--- config.mk ---
export PLATFORM = sky130hd
export DESIGN_NAME = dnc_read_modes
export DESIGN_NICKNAME = d
export VERILOG_FILES = /design/src/logic/dnc_fixed_pkg.sv /design/src/logic/dnc_stream_pkg.sv /design/src/logic/dnc_read_modes.sv /design/src/logic/dnc_read_modes_cfg.sv /design/src/logic/dnc_mode_softmax.sv /design/src/logic/dnc_exp_table.sv /design/src/logic/dnc_credit_fifo.sv
export SDC_FILE = /design/constraint.sdc
export NUM_CORES = 1
export LEC_CHECK = 0
export ABC_CLOCK_PERIOD_IN_PS = 6640
export BUFFER_PORTS_ARGS = -buffer_cell sky130_fd_sc_hd__buf_2
export CAP_MARGIN = 10
export CELL_PAD_IN_SITES_DETAIL_PLACEMENT = 0
export CELL_PAD_IN_SITES_GLOBAL_PLACEMENT = 2
export CORE_MARGIN = 8
export CORE_UTILIZATION = 40
export DETAILED_ROUTE_END_ITERATION = 6
export MAX_ROUTING_LAYER = met4
export PLACE_DENSITY_LB_ADDON = 0.15
export SYNTH_ARGS = -nofsm -noshare
export SYNTH_HDL_FRONTEND = slang
export SYNTH_SLANG_ARGS = --single-unit
--- constraint.sdc ---
create_clock -name clk -period 6.64 [get_ports clk]
set_clock_uncertainty 0.2 [all_clocks]
set_input_delay 0 -clock clk [delete_from_list [all_inputs] [get_ports clk]]
set_output_delay 0 -clock clk [all_outputs]
set_load 0.02 [all_outputs]
--- src/logic/dnc_fixed_pkg.sv ---
// Fixed-point formats for the read-mode softmax
// Exponential lookup contents and serial divider sizing

package dnc_fixed_pkg;

  // Logit in Q4.12, two's complement
  typedef logic signed [15:0] logit_t;
  localparam int LOGIT_FRAC = 12;

  // Weight in Q0.16, all ones stands for 1.0
  typedef logic [15:0] weight_t;
  localparam weight_t WEIGHT_ONE = 16'hffff;

  // Sum of three exponentials, up to 3 * 65535
  typedef logic [17:0] exp_sum_t;

  localparam int NUM_MODES = 3;

  // Exponential table, one entry per 1/8 step of the difference
  localparam int EXP_ENTRIES = 64;
  localparam int EXP_IDX_W = $clog2(EXP_ENTRIES);
  localparam int EXP_STEP_SHIFT = LOGIT_FRAC - 3;

  // Entry k = round(65535 * e^(-k/8))
  localparam weight_t exp_table [EXP_ENTRIES] = '{
    16'd65535, 16'd57834, 16'd51039, 16'd45042, 16'd39749, 16'd35078, 16'd30957, 16'd27319,
    16'd24109, 16'd21276, 16'd18776, 16'd16570, 16'd14623, 16'd12905, 16'd11388, 16'd10050,
    16'd8869,  16'd7827,  16'd6907,  16'd6096,  16'd5379,  16'd4747,  16'd4190,  16'd3697,
    16'd3263,  16'd2879,  16'd2541,  16'd2242,  16'd1979,  16'd1746,  16'd1541,  16'd1360,
    16'd1200,  16'd1059,  16'd935,   16'd825,   16'd728,   16'd642,   16'd567,   16'd500,
    16'd442,   16'd390,   16'd344,   16'd303,   16'd268,   16'd236,   16'd209,   16'd184,
    16'd162,   16'd143,   16'd127,   16'd112,   16'd99,    16'd87,    16'd77,    16'd68,
    16'd60,    16'd53,    16'd47,    16'd41,    16'd36,    16'd32,    16'd28,    16'd25
  };

  // Restoring divider, e * 65535 over the sum
  localparam int DIVIDEND_W = 32;
  localparam int DIV_STEPS = 18;

endpackage
--- src/logic/dnc_stream_pkg.sv ---
// Payload structs for the logit and weight streams
// Configuration record and register map

package dnc_stream_pkg;

  // Read-head index
  typedef logic [3:0] head_t;

  // Mode logits of one read head, backward in the top word
  typedef struct packed {
    dnc_fixed_pkg::logit_t backward;
    dnc_fixed_pkg::logit_t content;
    dnc_fixed_pkg::logit_t forward;
  } logit_vec_t;

  // Mode weights, tagged with head and end of head sweep
  typedef struct packed {
    dnc_fixed_pkg::weight_t backward;
    dnc_fixed_pkg::weight_t content;
    dnc_fixed_pkg::weight_t forward;
    head_t                  head;
    logic                   last;
  } weight_vec_t;

  // Control register, enable in bit 0
  typedef struct packed {
    head_t num_heads;  // heads minus one
    logic  enable;
  } cfg_t;

  localparam int   CFG_W     = $bits(cfg_t);
  localparam cfg_t CFG_RESET = '{num_heads: 4'd0, enable: 1'b1};

  // Register port word and addresses
  typedef logic [15:0] cfg_word_t;
  localparam logic CFG_ADDR_CTRL  = 1'b0;
  localparam logic CFG_ADDR_COUNT = 1'b1;

endpackage

--- src/logic/dnc_read_modes.sv ---
`timescale 1ns/1ps
// Read-mode softmax top: input and output FIFOs, core, register block
// Output credit counter toward the downstream

module dnc_read_modes #(
  parameter int IN_DEPTH    = 4,
  parameter int OUT_DEPTH   = 4,
  parameter int OUT_CREDITS = 2
) (
  input  logic                        clk,
  input  logic                        rst_n,
  input  logic                        in_valid,
  input  dnc_stream_pkg::logit_vec_t  in_data,
  output logic                        in_credit,
  output logic                        out_valid,
  output dnc_stream_pkg::weight_vec_t out_data,
  input  logic                        out_credit,
  input  logic                        cfg_we,
  input  logic                        cfg_addr,
  input  dnc_stream_pkg::cfg_word_t   cfg_wdata,
  output dnc_stream_pkg::cfg_word_t   cfg_rdata
);

  import dnc_stream_pkg::*;

  localparam int CRED_W = $clog2(OUT_CREDITS + 1);

  // Core input side
  logic        core_valid;
  logit_vec_t  core_data;
  logic        core_pop;
  // Core output side
  logic        res_push;
  weight_vec_t res_data;
  logic        res_full;
  logic        res_valid;

  cfg_t              cfg;
  logic              vec_done;
  logic [CRED_W-1:0] credit_cnt;

  // Upstream owns IN_DEPTH credits, so no push sees a full FIFO
  dnc_credit_fifo #(
    .DEPTH  (IN_DEPTH),
    .item_t (logit_vec_t)
  ) u_in_fifo (
    .clk       (clk),
    .rst_n     (rst_n),
    .push      (in_valid),
    .push_data (in_data),
    .full      (),
    .pop       (core_pop),
    .pop_data  (core_data),
    .valid     (core_valid),
    .credit    (in_credit)
  );

  dnc_mode_softmax u_softmax (
    .clk       (clk),
    .rst_n     (rst_n),
    .cfg       (cfg),
    .in_valid  (core_valid),
    .in_data   (core_data),
    .in_pop    (core_pop),
    .out_ready (!res_full),
    .out_push  (res_push),
    .out_data  (res_data),
    .vec_done  (vec_done)
  );

  dnc_credit_fifo #(
    .DEPTH  (OUT_DEPTH),
    .item_t (weight_vec_t)
  ) u_out_fifo (
    .clk       (clk),
    .rst_n     (rst_n),
    .push      (res_push),
    .push_data (res_data),
    .full      (res_full),
    .pop       (out_valid),
    .pop_data  (out_data),
    .valid     (res_valid),
    .credit    ()
  );

  dnc_read_modes_cfg u_cfg (
    .clk       (clk),
    .rst_n     (rst_n),
    .cfg_we    (cfg_we),
    .cfg_addr  (cfg_addr),
    .cfg_wdata (cfg_wdata),
    .cfg_rdata (cfg_rdata),
    .vec_done  (vec_done),
    .cfg       (cfg)
  );

  ////////////////////////////////////////////////////////////////////////////
  // Downstream credits, spend and return may coincide

  assign out_valid = res_valid && (credit_cnt != '0);

  always_ff @(posedge clk) begin
    if (!rst_n) begin
      credit_cnt <= CRED_W'(OUT_CREDITS);
    end else begin
      credit_cnt <= credit_cnt - CRED_W'(out_valid) + CRED_W'(out_credit);
    end
  end

endmodule

--- src/logic/dnc_read_modes_cfg.sv ---
`timescale 1ns/1ps
// Control register, finished-vector counter and registered readback

module dnc_read_modes_cfg (
  input  logic                      clk,
  input  logic                      rst_n,
  input  logic                      cfg_we,
  input  logic                      cfg_addr,
  input  dnc_stream_pkg::cfg_word_t cfg_wdata,
  output dnc_stream_pkg::cfg_word_t cfg_rdata,
  input  logic                      vec_done,
  output dnc_stream_pkg::cfg_t      cfg
);

  import dnc_stream_pkg::*;

  localparam int WORD_W = $bits(cfg_word_t);

  cfg_word_t done_cnt;
  cfg_word_t rd_mux;

  // Address 1 is the counter, read only
  assign rd_mux = (cfg_addr == CFG_ADDR_COUNT) ? done_cnt :
                  {{(WORD_W - CFG_W){1'b0}}, cfg};

  ////////////////////////////////////////////////////////////////////////////
  // Control register

  always_ff @(posedge clk) begin
    if (!rst_n) begin
      cfg <= CFG_RESET;
    end else if (cfg_we && cfg_addr == CFG_ADDR_CTRL) begin
      cfg <= cfg_t'(cfg_wdata[CFG_W-1:0]);
    end
  end

  ////////////////////////////////////////////////////////////////////////////
  // Finished vectors and readback

  always_ff @(posedge clk) begin
    if (!rst_n) begin
      done_cnt  <= '0;
      cfg_rdata <= '0;
    end else begin
      // Rolls over at 16 bits
      if (vec_done) begin
        done_cnt <= done_cnt + 1'b1;
      end
      cfg_rdata <= rd_mux;
    end
  end

endmodule

--- src/logic/dnc_mode_softmax.sv ---
`timescale 1ns/1ps
// Sequential softmax over one three-mode logit vector
// Max, table exponentials, sum, serial restoring divide, push

module dnc_mode_softmax (
  input  logic                        clk,
  input  logic                        rst_n,
  input  dnc_stream_pkg::cfg_t        cfg,
  input  logic                        in_valid,
  input  dnc_stream_pkg::logit_vec_t  in_data,
  output logic                        in_pop,
  input  logic                        out_ready,
  output logic                        out_push,
  output dnc_stream_pkg::weight_vec_t out_data,
  output logic                        vec_done
);

  import dnc_fixed_pkg::*;
  import dnc_stream_pkg::*;

  localparam int MODE_W = $clog2(NUM_MODES);
  localparam int STEP_W = $clog2(DIV_STEPS);
  localparam int REM_W  = $bits(exp_sum_t);
  localparam int W_W    = $bits(weight_t);

  typedef enum logic [2:0] {
    S_IDLE, S_MAX, S_EXP, S_SUM, S_DIV, S_PUSH
  } state_t;

  state_t            state;
  logic              busy;
  logic [MODE_W-1:0] mode_idx;
  logic [STEP_W-1:0] step_cnt;
  head_t             head_q;

  logit_t   logit_q  [NUM_MODES];
  weight_t  exp_q    [NUM_MODES];
  weight_t  weight_q [NUM_MODES];
  logit_t   max_q;
  logit_t   max_d;
  exp_sum_t sum_q;
  exp_sum_t sum_d;

  // Table port
  logic [MODE_W-1:0] lut_sel;
  logic [16:0]       diff_wide;
  logit_t            diff_sat;
  weight_t           exp_val;

  // Divider
  logic [REM_W-1:0]      rem_q;
  logic [DIV_STEPS-1:0]  shift_q;
  logic [DIV_STEPS-1:0]  quot_q;
  logic [REM_W:0]        trial;
  logic                  ge;
  logic [REM_W-1:0]      rem_next;
  logic [DIV_STEPS-1:0]  quot_next;
  weight_t               weight_sat;
  logic [MODE_W-1:0]     load_sel;
  logic [DIVIDEND_W-1:0] dividend;
  logic                  div_last;

  // e * 65535 without a multiplier
  function automatic logic [DIVIDEND_W-1:0] scale_one(input weight_t e);
    return (DIVIDEND_W'(e) << W_W) - DIVIDEND_W'(e);
  endfunction

  assign busy     = (state != S_IDLE);
  assign in_pop   = !busy && in_valid && cfg.enable;
  assign out_push = (state == S_PUSH) && out_ready;
  assign vec_done = out_push;

  ////////////////////////////////////////////////////////////////////////////
  // Max, difference and sum

  always_comb begin
    max_d = logit_q[0];
    sum_d = '0;
    for (int p = 1; p < NUM_MODES; p++) begin
      if (logit_q[p] > max_d) begin
        max_d = logit_q[p];
      end
    end
    for (int p = 0; p < NUM_MODES; p++) begin
      sum_d = sum_d + exp_sum_t'(exp_q[p]);
    end
  end

  // Step 3 of the lookup only drains, selector parks on 0
  assign lut_sel   = (step_cnt < STEP_W'(NUM_MODES)) ? step_cnt[MODE_W-1:0] : '0;
  assign diff_wide = {logit_q[lut_sel][15], logit_q[lut_sel]} - {max_q[15], max_q};
  // Below -8.0 saturates, table clamps anyway
  assign diff_sat  = (diff_wide[16] != diff_wide[15]) ? 16'sh8000 : diff_wide[15:0];

  dnc_exp_table u_exp_table (
    .clk     (clk),
    .diff    (diff_sat),
    .exp_val (exp_val)
  );

  ////////////////////////////////////////////////////////////////////////////
  // Restoring division, one quotient bit per cycle

  assign trial      = {rem_q, shift_q[DIV_STEPS-1]};
  assign ge         = (trial >= {1'b0, sum_q});
  assign rem_next   = ge ? REM_W'(trial - {1'b0, sum_q}) : trial[REM_W-1:0];
  assign quot_next  = {quot_q[DIV_STEPS-2:0], ge};
  assign weight_sat = (|quot_next[DIV_STEPS-1:W_W]) ? WEIGHT_ONE : quot_next[W_W-1:0];
  assign div_last   = (step_cnt == STEP_W'(DIV_STEPS - 1));

  // Next dividend: mode 0 from the sum cycle, else the following mode
  assign load_sel = (state == S_SUM || mode_idx == MODE_W'(NUM_MODES - 1)) ? '0 :
                    mode_idx + 1'b1;
  assign dividend = scale_one(exp_q[load_sel]);

  ////////////////////////////////////////////////////////////////////////////
  // FSM

  always_ff @(posedge clk) begin
    if (!rst_n) begin
      state    <= S_IDLE;
      mode_idx <= '0;
      step_cnt <= '0;
      head_q   <= '0;
    end else begin
      case (state)
        S_IDLE: begin
          if (in_pop) begin
            state <= S_MAX;
          end
        end
        S_MAX: begin
          state    <= S_EXP;
          step_cnt <= '0;
        end
        // Three issues, one drain cycle
        S_EXP: begin
          if (step_cnt == STEP_W'(NUM_MODES)) begin
            state    <= S_SUM;
            step_cnt <= '0;
          end else begin
            step_cnt <= step_cnt + 1'b1;
          end
        end
        S_SUM: begin
          state    <= S_DIV;
          mode_idx <= '0;
          step_cnt <= '0;
        end
        S_DIV: begin
          if (div_last) begin
            step_cnt <= '0;
            if (mode_idx == MODE_W'(NUM_MODES - 1)) begin
              state <= S_PUSH;
            end else begin
              mode_idx <= mode_idx + 1'b1;
            end
          end else begin
            step_cnt <= step_cnt + 1'b1;
          end
        end
        // Holds here while the output FIFO is full
        S_PUSH: begin
          if (out_ready) begin
            state  <= S_IDLE;
            head_q <= (head_q >= cfg.num_heads) ? '0 : head_q + 1'b1;
          end
        end
        default: state <= S_IDLE;
      endcase
    end
  end

  // Datapath registers
  always_ff @(posedge clk) begin
    case (state)
      S_IDLE: begin
        if (in_pop) begin
          logit_q[0] <= in_data.backward;
          logit_q[1] <= in_data.content;
          logit_q[2] <= in_data.forward;
        end
      end
      S_MAX: max_q <= max_d;
      S_EXP: begin
        // Lookup result lags its issue by one cycle
        if (step_cnt != '0) begin
          exp_q[MODE_W'(step_cnt - 1'b1)] <= exp_val;
        end
      end
      S_SUM: begin
        sum_q   <= sum_d;
        rem_q   <= REM_W'(dividend[DIVIDEND_W-1:DIV_STEPS]);
        shift_q <= dividend[DIV_STEPS-1:0];
        quot_q  <= '0;
      end
      S_DIV: begin
        if (div_last) begin
          weight_q[mode_idx] <= weight_sat;
          rem_q   <= REM_W'(dividend[DIVIDEND_W-1:DIV_STEPS]);
          shift_q <= dividend[DIV_STEPS-1:0];
          quot_q  <= '0;
        end else begin
          rem_q   <= rem_next;
          shift_q <= shift_q << 1;
          quot_q  <= quot_next;
        end
      end
      default: ;
    endcase
  end

  // Result with head tag
  always_comb begin
    out_data.backward = weight_q[0];
    out_data.content  = weight_q[1];
    out_data.forward  = weight_q[2];
    out_data.head     = head_q;
    out_data.last     = (head_q == cfg.num_heads);
  end

endmodule

--- src/logic/dnc_exp_table.sv ---
`timescale 1ns/1ps
// Registered e^x lookup for a non-positive Q4.12 difference

module dnc_exp_table (
  input  logic                   clk,
  input  dnc_fixed_pkg::logit_t  diff,
  output dnc_fixed_pkg::weight_t exp_val
);

  import dnc_fixed_pkg::*;

  localparam int COARSE_W = 17 - EXP_STEP_SHIFT;

  logic [16:0]          mag;
  logic [COARSE_W-1:0]  coarse;
  logic [EXP_IDX_W-1:0] idx;

  // Magnitude of the difference, 17 bits so -32768 stays exact
  assign mag    = 17'd0 - {diff[15], diff};
  // Whole 1/8 steps
  assign coarse = mag[16:EXP_STEP_SHIFT];

  always_comb begin
    if (!diff[15]) begin
      // Zero or positive difference reads entry 0
      idx = '0;
    end else if (coarse > COARSE_W'(EXP_ENTRIES - 1)) begin
      // Past 63/8 clamp to the last entry
      idx = EXP_IDX_W'(EXP_ENTRIES - 1);
    end else begin
      idx = coarse[EXP_IDX_W-1:0];
    end
  end

  // One-cycle lookup
  always_ff @(posedge clk) begin
    exp_val <= exp_table[idx];
  end

endmodule

--- src/logic/dnc_credit_fifo.sv ---
`timescale 1ns/1ps
// Circular-buffer FIFO for any packed payload
// Returns one credit pulse per popped item

module dnc_credit_fifo #(
  parameter int  DEPTH  = 4,
  parameter type item_t = logic [7:0]
) (
  input  logic  clk,
  input  logic  rst_n,
  input  logic  push,
  input  item_t push_data,
  output logic  full,
  input  logic  pop,
  output item_t pop_data,
  output logic  valid,
  output logic  credit
);

  localparam int PTR_W = (DEPTH > 1) ? $clog2(DEPTH) : 1;
  localparam int CNT_W = $clog2(DEPTH + 1);

  item_t            mem [DEPTH];
  logic [PTR_W-1:0] wr_ptr;
  logic [PTR_W-1:0] rd_ptr;
  logic [CNT_W-1:0] count;
  logic             do_push;
  logic             do_pop;

  // Wrap at DEPTH, so any depth works
  function automatic logic [PTR_W-1:0] ptr_inc(input logic [PTR_W-1:0] ptr);
    return (ptr == PTR_W'(DEPTH - 1)) ? '0 : ptr + 1'b1;
  endfunction

  assign full     = (count == CNT_W'(DEPTH));
  assign valid    = (count != '0);
  assign do_push  = push && !full;
  assign do_pop   = pop && valid;
  assign pop_data = mem[rd_ptr];

  // Storage
  always_ff @(posedge clk) begin
    if (do_push) begin
      mem[wr_ptr] <= push_data;
    end
  end

  // Pointers, occupancy and credit return
  always_ff @(posedge clk) begin
    if (!rst_n) begin
      wr_ptr <= '0;
      rd_ptr <= '0;
      count  <= '0;
      credit <= 1'b0;
    end else begin
      if (do_push) begin
        wr_ptr <= ptr_inc(wr_ptr);
      end
      if (do_pop) begin
        rd_ptr <= ptr_inc(rd_ptr);
      end
      count  <= count + CNT_W'(do_push) - CNT_W'(do_pop);
      credit <= do_pop;
    end
  end

endmodule

=== Word-level counts from Yosys, hierarchy flattened ===
Memory sizes are Yosys's and may differ from the RTL's. A register that Yosys moved wholly into a read port is not among the register bits.
Cells that the tools add are included.

* Memories: 6
* Logic and storage cells: 157
* Bits in read-only memories: 1024
* RAM bits: 548
* Bits in registers: 155

{| class="wikitable"
|+ Memories
! memory !! words !! width !! rd ports !! clocked after memory_dff !! write ports !! RTL line !! source
|-
| (name not given) || 64 || 16 || 1 || 1 || 0 || dnc_exp_table.sv:37 || <nowiki>exp_val <= exp_table[idx];</nowiki>
|-
| u_out_fifo.mem || 4 || 53 || 1 || 1 || 1 || dnc_credit_fifo.sv:23 || <nowiki>item_t mem [DEPTH];</nowiki>
|-
| u_in_fifo.mem || 4 || 48 || 1 || 1 || 1 || dnc_credit_fifo.sv:23 ||
|-
| u_softmax.exp_q || 3 || 16 || 4 || 0 || 1 || dnc_mode_softmax.sv:37 || <nowiki>weight_t exp_q [NUM_MODES];</nowiki>
|-
| u_softmax.logit_q || 3 || 16 || 4 || 0 || 3 || dnc_mode_softmax.sv:36 || <nowiki>logit_t logit_q [NUM_MODES];</nowiki>
|-
| u_softmax.weight_q || 3 || 16 || 3 || 0 || 1 || dnc_mode_softmax.sv:38 || <nowiki>weight_t weight_q [NUM_MODES];</nowiki>
|}

* $add $sub $neg: 21
* Eq/ne operators: 22
* Mux-type cells: 50
* Bitwise operators: 3
* Reductions and logical operators: 27
* Order comparisons: 6

{| class="wikitable"
|+ Operators with widths
! operator !! number
|-
| 18-bit one-hot mux with 2 select lines || 2
|-
| 16-bit 2-to-1 mux || 4
|-
| 18-bit 2-to-1 mux || 3
|-
| 17-bit one-hot mux with 2 select lines || 1
|-
| 16-bit greater-than comparator || 2
|-
| 32-bit by 16-bit subtractor with 32-bit output || 1
|-
| 2-bit 2-to-1 mux || 12
|-
| 19-bit by 18-bit >= comparator with 1-bit output || 1
|-
| 18-bit by 16-bit adder with 18-bit output || 1
|-
| 3-bit one-hot mux with 6 select lines || 1
|-
| 18-bit subtractor || 1
|-
| 16-bit by 16-bit adder with 17-bit output || 1
|-
| 17-bit 2-to-1 mux || 1
|-
| 1-bit by 16-bit subtractor with 17-bit output (first input constant) || 1
|-
| 16-bit by 16-bit subtractor with 17-bit output || 1
|-
| 16-bit by 1-bit adder with 16-bit output (second input constant) || 1
|-
| 3-bit 2-to-1 mux || 5
|-
| 5-bit 2-to-1 mux || 3
|-
| 5-bit one-hot mux with 3 select lines || 1
|-
| 1-bit 2-to-1 mux || 13
|-
| 3-bit equality test (second input constant) || 4
|-
| 6-bit 2-to-1 mux || 2
|-
| 3-bit nonzero test || 4
|-
| 2-bit by 1-bit adder with 2-bit output (second input constant) || 5
|-
| 33 further kinds || 58
|}

=== Logic depth before layout (Yosys ltp) ===
Gate-level depths: netlist of run 1.
An unclocked memory read counts as a cell.

* Depth after elaboration: 11
* Gate-level depth with buffers: 34
* Mapped depth without buffers: 31

=== By module ===
A second synthesis of run 1 with hierarchy kept.

* Cells, all modules: 2346
* Area, all modules: 33609.7 µm²

{| class="wikitable"
|+ Modules (own cells, without submodules)
! module !! area an instance (µm²) !! times used !! seq. area each (µm²) !! cells each
|-
| dnc_mode_softmax || 14435.1 || 1 || 7697.4 || 1253
|-
| dnc_credit_fifo (u_out_fifo) || 8131.5 || 1 || 6566.3 || 331
|-
| dnc_credit_fifo (u_in_fifo) || 7413.4 || 1 || 5965.7 || 304
|-
| dnc_exp_table || 2098.3 || 1 || 320.3 || 307
|-
| dnc_read_modes_cfg || 1415.1 || 1 || 740.7 || 140
|-
| dnc_read_modes || 116.4 || 1 || 40.0 || 11
|}

=== Least setup slack after synthesis of run 1 ===
OpenSTA, ideal clock, no wires.

* Path kind: reg2reg
* Start: reg u_softmax.step_cnt[1]
* End: reg u_softmax.u_exp_table.exp_val[4]
* Data arrival time: 6.188 ns
* Library setup time: 0.120 ns
* Required time: 6.320 ns
* Clock period less this slack: 6.507 ns
* Cell stages (with the launch flop): 30
* Setup slack: 0.133 ns
* Buffers on the path: 5
* Path through: dfxtp_1 > inv_1 > nand3_1 > clkbuf_1 > clkbuf_1 > mux2i_1 > a21oi_1 > ha_1 > clkbuf_1 > nand3_1 > nor2_1 > o31ai_1 > a21oi_1 > o31ai_1 > nand2b_1 > a21oi_1 > xor2_1 > ha_1 > a311oi_1 > o211ai_1 > nand4_1 > or4_4 > o31a_1 > and2_1 > buf_2 > buf_1 > ha_1 > a32oi_1 > a22oi_1 > a211o_1

* Cells in the longest elaborated chain, start to end: 11

{| class="wikitable"
|+ Ends and longest elaborated chain
! what !! RTL line !! source
|-
| start, declared || dnc_mode_softmax.sv:33 || <nowiki>logic [STEP_W-1:0] step_cnt;</nowiki>
|-
| start signal, assigned || dnc_mode_softmax.sv:142 || <nowiki>step_cnt <= step_cnt + 1'b1;</nowiki>
|-
| start signal, assigned || dnc_mode_softmax.sv:159 || <nowiki>step_cnt <= step_cnt + 1'b1;</nowiki>
|-
| 5-bit by 2-bit < comparator with 1-bit output || dnc_mode_softmax.sv:90 || <nowiki>assign lut_sel = (step_cnt < STEP_W'(NUM_MODES)) ? step_cnt[MODE_W-1:0] : '0;</nowiki>
|-
| 2-bit 2-to-1 mux * || dnc_mode_softmax.sv:90 ||
|-
| memory read 3 x 16 bit * || -- ||
|-
| 16-bit by 16-bit subtractor with 17-bit output * || dnc_mode_softmax.sv:91 || <nowiki>assign diff_wide = {logit_q[lut_sel][15], logit_q[lut_sel]} - {max_q[15], max_q};</nowiki>
|-
| 1-bit != test || dnc_mode_softmax.sv:93 || <nowiki>assign diff_sat = (diff_wide[16] != diff_wide[15]) ? 16'sh8000 : diff_wide[15:0];</nowiki>
|-
| 16-bit 2-to-1 mux * || dnc_mode_softmax.sv:93 ||
|-
| 1-bit by 16-bit subtractor with 17-bit output || dnc_exp_table.sv:19 || <nowiki>assign mag = 17'd0 - {diff[15], diff};</nowiki>
|-
| 8-bit by 6-bit greater-than comparator with 1-bit output || dnc_exp_table.sv:27 || <nowiki>end else if (coarse > COARSE_W'(EXP_ENTRIES - 1)) begin</nowiki>
|-
| 6-bit 2-to-1 mux || dnc_exp_table.sv:27 ||
|-
| 6-bit 2-to-1 mux * || dnc_exp_table.sv:24 || <nowiki>if (!diff[15]) begin</nowiki>
|-
| 6-bit NOT with 7-bit output (implied by the code) * || dnc_exp_table.sv:37 ||
|-
| end, declared || dnc_exp_table.sv:7 || <nowiki>output dnc_fixed_pkg::weight_t exp_val</nowiki>
|}

Every way passes the cells marked *; elsewhere a longest branch is shown, timed or not.
A chain may end at the register's enable or synchronous reset.

=== Final worst setup path of run 1 ===
* Start: reg u_softmax.step_cnt[4]
* End: reg u_softmax.u_exp_table.exp_val[4]

* Cells in the longest elaborated chain, start to end: 11

{| class="wikitable"
|+ Ends and longest elaborated chain
! what !! RTL line
|-
| 5-bit by 2-bit < comparator with 1-bit output * || dnc_mode_softmax.sv:90
|-
| 2-bit 2-to-1 mux * || dnc_mode_softmax.sv:90
|-
| memory read 3 x 16 bit * || --
|-
| 16-bit by 16-bit subtractor with 17-bit output * || dnc_mode_softmax.sv:91
|-
| 1-bit != test || dnc_mode_softmax.sv:93
|-
| 16-bit 2-to-1 mux * || dnc_mode_softmax.sv:93
|-
| 1-bit by 16-bit subtractor with 17-bit output || dnc_exp_table.sv:19
|-
| 8-bit by 6-bit greater-than comparator with 1-bit output || dnc_exp_table.sv:27
|-
| 6-bit 2-to-1 mux || dnc_exp_table.sv:27
|-
| 6-bit 2-to-1 mux * || dnc_exp_table.sv:24
|-
| 6-bit NOT with 7-bit output (implied by the code) * || dnc_exp_table.sv:37
|}

Marks and branches as above.

==> results of run 1 <==
layer usage:
metal / up-vias / GRT usage [%] / share of wire, %
met5: - / - / 0
met4: 0 / 4.976 / 3.2
met3: 140 / 2.524 / 3.2
met2: 327 / 28.19 / 49
met1: 9700 / 20.65 / 44
li1: 9530 / - / -
worst max-delay path: cells and delay by family (launching register included):
family | cells | cell delay (ps)
flip-flops | 1 | 330
buffers and inverters | 3 | 410
AND/OR/NAND/NOR | 7 | 1480
AO/OA/AOI/OAI | 14 | 2320
adder cells (fa/ha/maj) | 4 | 1290
cells in the mapped netlist (all sizes together) (60+ instances only):
master  instances
a21oi         111
clkbuf         63
dfxtp          88
edfxtp        651
ha            139
inv           127
mux2i          73
mux4          101
nand2         131
nor2          130
o21ai          75
xnor2          60
through the flow:
stage | hold WS, ps | instances
after floorplan | -101.1 | 2332
after CTS | 171.8 | 3800
after detailed placement | 15.96 | 3532
final | 207.5 | 3800
after global routing | 205.4 | 3800
after global placement | 7.829 | 3532
layout by cell type (no fill, tap or decap), types with 8 or more instances in the layout:
cell type	netlist	routed
edfxtp_1	651	651
ha_1	139	138
nand2_1	131	130
buf_2	17	129
nor2_1	129	127
inv_1	124	124
dlygate4sd3_1	0	122
a21oi_1	111	110
mux4_2	101	101
buf_4	3	87
dfxtp_1	88	84
clkbuf_16	0	83
mux2i_1	73	73
o21ai_0	68	67
xnor2_1	60	60
and2_1	58	50
nor2b_1	40	40
nand3_1	39	38
nor3_1	33	31
or3_1	28	28
and3_1	25	25
nand4_1	25	25
xor2_1	24	24
a31oi_1	23	23
a21o_1	21	21
o21a_1	22	21
o211ai_1	21	21
nand2b_1	17	17
clkbuf_1	63	16
o22ai_1	13	13
clkinv_1	0	13
o21bai_1	12	12
o31ai_1	12	10
a211oi_1	9	9
bufinv_16	0	8
path summary, 6_finish.rpt:
kind | from | end
hold / removal | cfg_addr | u_cfg.cfg_rdata[10]
setup / recovery | u_softmax.step_cnt[4] | u_softmax.u_exp_table.exp_val[4]
setup reg to reg | u_softmax.step_cnt[4] | u_softmax.u_exp_table.exp_val[4]
hold reg to reg | u_softmax.weight_q[0][3] | u_out_fifo.mem[3][40]
timing repair:
item / in CTS / in global routing
gates resized for setup: 0 / 11
endpoints found under the setup margin: 0 / 16
hold buffers: 122 / 0
endpoints found under the hold margin: 264 / 0
cell type report:
class                           instances  area (sq um)  share of cell area [%]
Clock inverter                         41         590.6                   1.488
Multi-Input combinational cell       1370         11210                   28.24
Inverter                              127         476.7                   1.201
Timing Repair Buffer                  338          2520                   6.350
Tap cell                             1080          1351                   3.405
Clock buffer                          105          2220                   5.593
Sequential cell                       739         21320                   53.73
registers in the layout (all words and copies together) (netlist names), 17 cells and up, named ones only:
name,cells
u_softmax.shift_q,18
u_out_fifo.mem,212
u_in_fifo.mem,192
u_softmax.quot_q,17
u_softmax.sum_q,18
u_softmax.logit_q,48
u_softmax.weight_q,48
u_softmax.exp_q,64
u_softmax.rem_q,18
logic make-up after synthesis:
group,synth area share (%)
adder cells (fa/ha/maj),5.583
flip-flops,63.99
multiplexers,9.160
AO/OA/AOI/OAI,7.863
buffers and inverters,2.634
XOR/XNOR,2.209
AND/OR/NAND/NOR,8.562
==> impl_metrics.env, run 1 <==
export IMPL_outcome="finished, final reports clean"
export IMPL_rsz0062_at_grt="false"
export IMPL_dp_slack_ps=149.3
export IMPL_wl_per_cell_um=19.98
export IMPL_fp_dieH_um=304.5
export IMPL_drive_above_1_share_pct=18.05
export IMPL_rrSetupSlack_ps=470
export IMPL_async_reset_ff_share_pct=0
export IMPL_num_vias=19700
export IMPL_synth_edf_count=651
export IMPL_postSynthRegisterBits=739
export IMPL_totalWireLength_um=75930
export IMPL_critPathSlowestCell="or4_4"
export IMPL_grt_max_degree=62
export IMPL_dieArea_sq_mm=0.09275
export IMPL_cp_common_cell="ha_1"
export IMPL_ioPinCount=141
export IMPL_clockBufferDepth=3
export IMPL_routed_via_density=5.183
export IMPL_startpoint_type="register"
export IMPL_place_congestion=0.8561
export IMPL_setup_viol=0
export IMPL_firstDrtPassIters=5
export IMPL_yosysTopAreaCellShare_pct=58.70
export IMPL_synth_top_flop_cell="edfxtp_1"
export IMPL_finish_instance_area_sq_mm=0.03969
export IMPL_overflow=0
export IMPL_clock_sinks=739
export IMPL_antenna_found_initial=1
export IMPL_synthTopCellsByArea="edfxtp_1 (59%), mux4_2 (6.8%), dfxtp_1 (5.3%)"
export IMPL_tritoncts="yes"
export IMPL_syn_nets=2547
export IMPL_port_buffers=129
export IMPL_finalCritPeriodShare_pct=92.86
export IMPL_max_stage_delay_ps=580
export IMPL_fill_cells=7253
export IMPL_synth_cells=2332
export IMPL_min_path_type="input pin to register"
export IMPL_grtUsageTotal_pct=16.63
export IMPL_start_util_pct=40.11
export IMPL_cts_buffers=81
export IMPL_whs_path_depth=3
export IMPL_postCtsSetupBuffers=0
export IMPL_fin_tns_setup_ps=0
export IMPL_dp_hpwl_um=50640
export IMPL_grt_pass1_wl_um=119600
export IMPL_max_cap_viol_count=0
export IMPL_core_sq_mm=0.08302
export IMPL_detail_route_antenna_nets=0
export IMPL_drt_iter0_markers=1085
export IMPL_rows=106
export IMPL_reg2reg_depth=28
export IMPL_clkLatencyLatePin_ps=650
export IMPL_ys_seq_area_share_pct=63.99
export IMPL_fin_crit_ps=6166
export IMPL_htree_levels=3
export IMPL_critPathKind="register to register"
export IMPL_fin_util_pct=47.80
export IMPL_tightest_slew_ps=1097
export IMPL_nets=2872
export IMPL_fmax_ghz=0.1622
export IMPL_worst_endpoint_required_ps=6970
export IMPL_die_w_um=304.5
export IMPL_grt_pass1_vias=20770
export IMPL_synth_largest_area_cell="edfxtp_1"
export IMPL_areaGrowthSynthToFinish_pct=19.17
export IMPL_crit_path_max_fanout=8
export IMPL_cts_root_buf="clkbuf_16"
export IMPL_relSlewSlack_pct=26.84
export IMPL_finalWorstSetupSlack_ps=474.2
export IMPL_place_area_sq_mm=0.03562
export IMPL_synth_area_per_cell_sq_um=14.28
export IMPL_arrival_ps=6490
export IMPL_crit_path_end_kind="register"
export IMPL_slew_violations=0
export IMPL_yosysWarnings=0
export IMPL_syn_cell_area_sq_mm=0.03330
export IMPL_diodes=0
export IMPL_remaining_drc_errors=0
export IMPL_clkTransAtPathRegs_ps=60
export IMPL_yosysUniqueCellTypes=81
export IMPL_hold_violations=0
Power of run 1 is not shown: default switching activity piles up to over one toggle a cycle in this logic, so the estimate is an artifact.
==> run 2: changes to the inputs <==
--- a/config.mk
+++ b/config.mk
@@ -5,13 +5,16 @@
 export SDC_FILE = /design/constraint.sdc
 export NUM_CORES = 1
 export LEC_CHECK = 0
+export ABC_AREA = 1
 export ABC_CLOCK_PERIOD_IN_PS = 6640
 export BUFFER_PORTS_ARGS = -buffer_cell sky130_fd_sc_hd__buf_2
 export CAP_MARGIN = 10
 export CELL_PAD_IN_SITES_DETAIL_PLACEMENT = 0
 export CELL_PAD_IN_SITES_GLOBAL_PLACEMENT = 2
+export CORE_ASPECT_RATIO = 0.7
 export CORE_MARGIN = 8
-export CORE_UTILIZATION = 40
+export CORE_UTILIZATION = 37
+export CTS_BUF_LIST = sky130_fd_sc_hd__clkbuf_16
 export DETAILED_ROUTE_END_ITERATION = 6
 export MAX_ROUTING_LAYER = met4
 export PLACE_DENSITY_LB_ADDON = 0.15
==> run 2 against run 1 <==
Against the previous run: cell count grew 25%; die area up 10%; sequential share of layout area down 0.26 points; worst setup slack improved by 130 ps; wire length up 15%; cell area increased by 0.44%; synthesized cell count grew 37%; global-route usage grew 0.66 points; maximum frequency grew 2.1%; first-iteration DRC count is 55% higher; register-to-register slack gained 130 ps; area after synthesis rose by 2.1%; critical path type unchanged; largest cell class unchanged.
==> impl_metrics.env, run 2 <==
export IMPL_outcome="finished, final reports clean"
export IMPL_finalCritPeriodShare_pct=90.95
export IMPL_die_w_um=378.3
export IMPL_syn_cell_area_sq_mm=0.03400
export IMPL_grtUsageTotal_pct=17.29
export IMPL_whs_path_depth=3
export IMPL_relSlewSlack_pct=25.99
export IMPL_routed_via_density=4.971
export IMPL_grt_pass1_vias=23720
export IMPL_yosysUniqueCellTypes=62
export IMPL_areaGrowthSynthToFinish_pct=17.25
export IMPL_drt_iter0_markers=1686
export IMPL_fmax_ghz=0.1656
export IMPL_clkTransAtPathRegs_ps=60
export IMPL_mostFrequentLayoutCells="edfxtp_1 (651), nand2_1 (521), nor2_1 (388)"
export IMPL_arrival_ps=6370
export IMPL_cts_root_buf="clkbuf_16"
export IMPL_grt_pass1_wl_um=136400
export IMPL_reg_top3="u_out_fifo.mem x212, u_in_fifo.mem x192, u_softmax.exp_q x64"
export IMPL_r2r_end="u_softmax.u_exp_table.exp_val[0]"
export IMPL_dp_cells=4480
export IMPL_tritoncts="yes"
export IMPL_tightest_slew_ps=1110
export IMPL_ys_seq_area_share_pct=62.68
export IMPL_synth_edf_count=651
export IMPL_antenna_found_initial=1
export IMPL_max_cap_viol_count=0
export IMPL_crit_path_max_fanout=15
export IMPL_drive_above_1_share_pct=10.83
export IMPL_fin_cells=4755
export IMPL_startpoint_type="register"
export IMPL_fp_dieH_um=269.6
export IMPL_critPathKind="register to register"
export IMPL_totalWireLength_um=87510
export IMPL_min_path_type="input pin to register"
export IMPL_postSynthRegisterBits=739
export IMPL_synth_top_flop_cell="edfxtp_1"
export IMPL_firstDrtPassIters=5
export IMPL_place_congestion=0.8115
export IMPL_clock_sinks=739
export IMPL_max_stage_delay_ps=400
export IMPL_fin_crit_ps=6039
export IMPL_port_buffers=129
export IMPL_cp_common_cell="nand2_1"
export IMPL_synth_cells=3199
export IMPL_dp_hpwl_um=57150
export IMPL_async_reset_ff_share_pct=0
export IMPL_largest_reg_flops=212
export IMPL_yosysTopAreaCellShare_pct=57.50
export IMPL_dieArea_sq_mm=0.1020
export IMPL_core_sq_mm=0.09158
export IMPL_fin_tns_setup_ps=0
export IMPL_crit_path_end_kind="register"
export IMPL_endpoint="u_softmax.u_exp_table.exp_val[0]"
export IMPL_synthTopCellsByArea="edfxtp_1 (57%), nand2_1 (5.8%), dfxtp_1 (5.2%)"
export IMPL_synth_common_cells="edfxtp_1 (651), nand2_1 (523), nor2_1 (397), o21ai_0 (320), inv_1 (304)"
export IMPL_cts_buffers=78
export IMPL_wl_per_cell_um=18.40
export IMPL_yosysWarnings=0
export IMPL_slew_violations=0
export IMPL_final_common_cell="edfxtp_1"
export IMPL_overflow=0
export IMPL_yosysMostFrequentCell="edfxtp_1"
export IMPL_num_vias=23640
export IMPL_clockBufferDepth=3
export IMPL_fin_hold_ws_ps=46.13
export IMPL_rrSetupSlack_ps=600
export IMPL_hold_violations=0
export IMPL_reg2reg_depth=39
export IMPL_start_util_pct=37.13
export IMPL_nets=3668
export IMPL_worst_endpoint_required_ps=6970
export IMPL_setup_viol=0
export IMPL_clkLatencyLatePin_ps=660
export IMPL_setup_worst_path_start="u_softmax.step_cnt[2]"
export IMPL_top_register="u_out_fifo.mem"
export IMPL_synth_largest_area_cell="edfxtp_1"
export IMPL_htree_levels=3
export IMPL_syn_nets=3414
export IMPL_critPathSlowestCell="ha_1"
export IMPL_ioPinCount=141
export IMPL_grt_max_degree=91
export IMPL_rows=93
export IMPL_r2r_start="u_softmax.step_cnt[2]"
export IMPL_rsz0062_at_grt="false"
export IMPL_detail_route_antenna_nets=0
export IMPL_remaining_drc_errors=0
export IMPL_synth_area_per_cell_sq_um=10.63
[run 2: cell count changes after synthesis, sizes merged, moves of 27 or more]
cell,previous run,this run
mux2i,73,1
nor2,130,408
xnor2,60,17
mux4,101,0
inv,127,317
nand3,39,140
o21ai,75,333
clkbuf,63,92
nand2,131,545
or3,28,1
nor2b,40,1
o22ai,13,118
and2,59,2
[run 2: critical path, delay by kind of cell (launching register included)]
family,cells,cell delay [ps]
flops,1,340
compound gates,2,120
xor+xnor,1,150
simple gates,25,2880
fa+ha+maj,3,1100
buf+inv,8,1120
[run 2: cell families (layout without fill, tap and decap cells)]
family	Yosys count	in the layout	share of synthesized area, %
AO/OA/AOI/OAI	645	645	10.56
XOR/XNOR	61	61	1.571
adder cells (fa/ha/maj)	145	145	5.469
buffers and inverters	440	760	5.134
flip-flops	739	739	62.68
multiplexers	1	1	0.02944
other	0	1	0
AND/OR/NAND/NOR	1168	1168	14.55
[run 2: worst min path at each step]
stage	startpoint	end	slack, ps
global route	cfg_addr	u_cfg.cfg_rdata[3]	40
CTS	cfg_addr	u_cfg.cfg_rdata[3]	30
finish	cfg_addr	u_cfg.cfg_rdata[3]	50
global placement	in_data[35]	u_in_fifo.mem[0][35]	7
detailed placement	in_data[32]	u_in_fifo.mem[2][32]	20
floorplan	cfg_addr	u_cfg.cfg_rdata[2]	-110
[run 2: cell type report]
cell class	instances	area, sq um
Fill cell	8588	51710
Sequential cell	739	21310
Multi-Input combinational cell	2020	11020
Timing Repair Buffer	294	2192
Clock buffer	78	1952
Tap cell	1235	1545
Inverter	320	1211
Clock inverter	68	623.1
Antenna cell	1	2.502
[run 2: repair_timing]
action,CTS,global route
hold endpoints to repair,250,0
hold buffers,124,0
resized for setup,0,5
endpoints found under the setup margin,0,10
buffers inserted,0,4
[run 2: per-stage QoR]
step	util [%]	instance area [sq um]	setup slack (ps)
finish	43.53	39860	600.7
global route	43.53	39860	13.53
CTS	43.48	39820	388.1
floorplan	-	34000	1306
global placement	39.31	36000	548.9
detailed placement	39.31	36000	451.0
[run 2: layer usage]
layer	vias up	global-route usage (%)	wire length, um
li1	11640	-	-
met1	11480	24.26	43120
met2	413	26.68	39390
met3	106	2.409	3458
met4	0	3.992	1542
met5	-	-	0
Power of run 2 is left out for the same reason.
==> run 3: changes to the inputs <==
--- a/config.mk
+++ b/config.mk
@@ -6,14 +6,14 @@
 export NUM_CORES = 1
 export LEC_CHECK = 0
 export ABC_AREA = 1
-export ABC_CLOCK_PERIOD_IN_PS = 6640
+export ABC_CLOCK_PERIOD_IN_PS = 5850
 export BUFFER_PORTS_ARGS = -buffer_cell sky130_fd_sc_hd__buf_2
 export CAP_MARGIN = 10
 export CELL_PAD_IN_SITES_DETAIL_PLACEMENT = 0
 export CELL_PAD_IN_SITES_GLOBAL_PLACEMENT = 2
 export CORE_ASPECT_RATIO = 0.7
 export CORE_MARGIN = 8
-export CORE_UTILIZATION = 37
+export CORE_UTILIZATION = 40
 export CTS_BUF_LIST = sky130_fd_sc_hd__clkbuf_16
 export DETAILED_ROUTE_END_ITERATION = 6
 export MAX_ROUTING_LAYER = met4
==> constraint.sdc (replaced) <==
create_clock -name clk -period 5.85 [get_ports clk]
set_clock_uncertainty 0.2 [all_clocks]
set_input_delay 0 -clock clk [delete_from_list [all_inputs] [get_ports clk]]
set_output_delay 0 -clock clk [all_outputs]
set_load 0.02 [all_outputs]
==> run 3 against run 2 <==
Against the previous run: utilization grew 3.9 points; register-to-register slack got worse by 150 ps; worst setup slack lost 150 ps; maximum frequency is 12% higher; global-route usage increased by 1.4 points; critical path depth is 2 lower; flip-flop and latch count is the same; highest routed layer unchanged; first-iteration DRC count up 2.1%.
==> impl_metrics.env, run 3 (synthesized netlist as in run 2, its figures left out) <==
export IMPL_max_stage_delay_ps=400
export IMPL_fmax_ghz=0.1852
export IMPL_slew_violations=0
export IMPL_ioPinCount=141
export IMPL_dp_cells=4398
export IMPL_rows=89
export IMPL_top_register="u_out_fifo.mem"
export IMPL_cp_common_cell="nand2_1"
export IMPL_mostFrequentLayoutCells="edfxtp_1 (651), nand2_1 (519), nor2_1 (387)"
export IMPL_die_w_um=364.5
export IMPL_nets=3686
export IMPL_place_area_sq_mm=0.03602
export IMPL_arrival_ps=5700
export IMPL_fin_cells=4672
export IMPL_drt_iter0_markers=1721
export IMPL_antenna_found_initial=0
export IMPL_remaining_drc_errors=0
export IMPL_hold_violations=0
export IMPL_wl_per_cell_um=18.65
export IMPL_finalCritPeriodShare_pct=92.29
export IMPL_max_cap_viol_count=0
export IMPL_reg_top3="u_out_fifo.mem x212, u_in_fifo.mem x192, u_softmax.exp_q x64"
export IMPL_areaGrowthSynthToFinish_pct=17.55
export IMPL_fin_crit_ps=5399
export IMPL_clock_sinks=739
export IMPL_core_sq_mm=0.08419
export IMPL_final_common_cell="edfxtp_1"
export IMPL_clkTransAtPathRegs_ps=70
export IMPL_setup_viol=0
export IMPL_grt_pass1_wl_um=135800
export IMPL_outcome="finished, final reports clean"
export IMPL_tightest_slew_ps=1085
export IMPL_grt_max_degree=107
export IMPL_fp_dieH_um=259.9
export IMPL_place_congestion=0.8776
export IMPL_crit_path_end_kind="register"
export IMPL_critPathKind="register to register"
export IMPL_critPathSlowestCell="fa_1"
export IMPL_htree_levels=3
export IMPL_cts_root_buf="clkbuf_16"
export IMPL_start_util_pct=40.39
export IMPL_startpoint_type="register"
export IMPL_grt_pass1_vias=23600
export IMPL_clkLatencyLatePin_ps=640
export IMPL_min_path_type="input pin to register"
export IMPL_drive_above_1_share_pct=11.49
export IMPL_dp_slack_ps=253.9
export IMPL_overflow=0
export IMPL_detail_route_antenna_nets=0
export IMPL_port_buffers=129
export IMPL_dieArea_sq_mm=0.09473
export IMPL_worst_endpoint_required_ps=6150
export IMPL_cts_buffers=76
export IMPL_finalWorstSetupSlack_ps=451.2
export IMPL_finish_instance_area_sq_mm=0.03996
export IMPL_totalWireLength_um=87150
export IMPL_crit_path_max_fanout=32
export IMPL_grtUsageTotal_pct=18.66
export IMPL_rsz0062_at_grt="true"
export IMPL_clockBufferDepth=3
export IMPL_firstDrtPassIters=5
export IMPL_routed_via_density=5.056
export IMPL_dp_hpwl_um=57600
export IMPL_tritoncts="yes"
export IMPL_diodes=0
export IMPL_largest_reg_flops=212
export IMPL_relSlewSlack_pct=27.64
export IMPL_num_vias=23620
export IMPL_fin_tns_setup_ps=0
==> run 3: cell count changes in the layout (fill, tap and decap cells not counted), moves of 3 or more <==
cell       delta
inv_2         +3
clkinv_2      -4
buf_4        +18
ha_1          -5
nand2_4       +3
ha_4          +4
clkinv_16     -3
a21oi_1       -3
a21oi_2       +3
==> run 3: per-layer routing <==
metal	track usage [%]	part of all wire (%)	up-vias
met1	25.89	49	11360
met3	2.995	4.5	121
met2	29.03	45	468
met5	-	0	-
li1	-	-	11670
met4	4.117	2.0	0
==> run 3: repair_timing <==
action                                  in CTS  in global routing
buffers inserted                             0                  8
gates resized for setup                      0                 23
hold endpoints to repair                   250                  0
hold buffers                               124                  0
endpoints found under the setup margin       0                 14
==> run 3: path summary, 6_finish.rpt <==
kind              cells past startpoint                  start  slack [ps]                                to
setup / recovery                     37  u_softmax.step_cnt[2]         450  u_softmax.u_exp_table.exp_val[1]
hold / removal                        4                 cfg_we         170                      u_cfg.cfg[4]
setup reg to reg                     37  u_softmax.step_cnt[2]         450  u_softmax.u_exp_table.exp_val[1]
hold reg to reg                       2     u_cfg.done_cnt[15]         270               u_cfg.cfg_rdata[15]
==> run 3: through the flow <==
| step | util (%) | hold WS (ps) |
|---|---|---|
| final | 47.47 | 174.7 |
| after global routing | 47.47 | 199.7 |
| after CTS | 47.27 | 112.5 |
| after detailed placement | 42.79 | 14.66 |
| after global placement | 42.79 | 8.380 |
| after floorplan | - | -105.9 |
==> run 3: layout make-up <==
class | instances | area (sq um)
multi-input cells | 2020 | 11120
repair buffers | 314 | 2367
inverters | 320 | 1211
flip-flops and latches | 739 | 21310
fillers | 7726 | 44220
well taps | 1137 | 1423
clock buffers | 79 | 1977
clock inverters | 63 | 555.5
==> run 3: worst max-delay path, delay by kind of cell (launching register included) <==
family                   cells  cell delay (ps)
AND/OR/NAND/NOR             22             2350
buffers and inverters        9             1250
adder cells (fa/ha/maj)      3              860
flip-flops                   1              340
AO/OA/AOI/OAI                3              240
Power of run 3 is left out for the same reason.
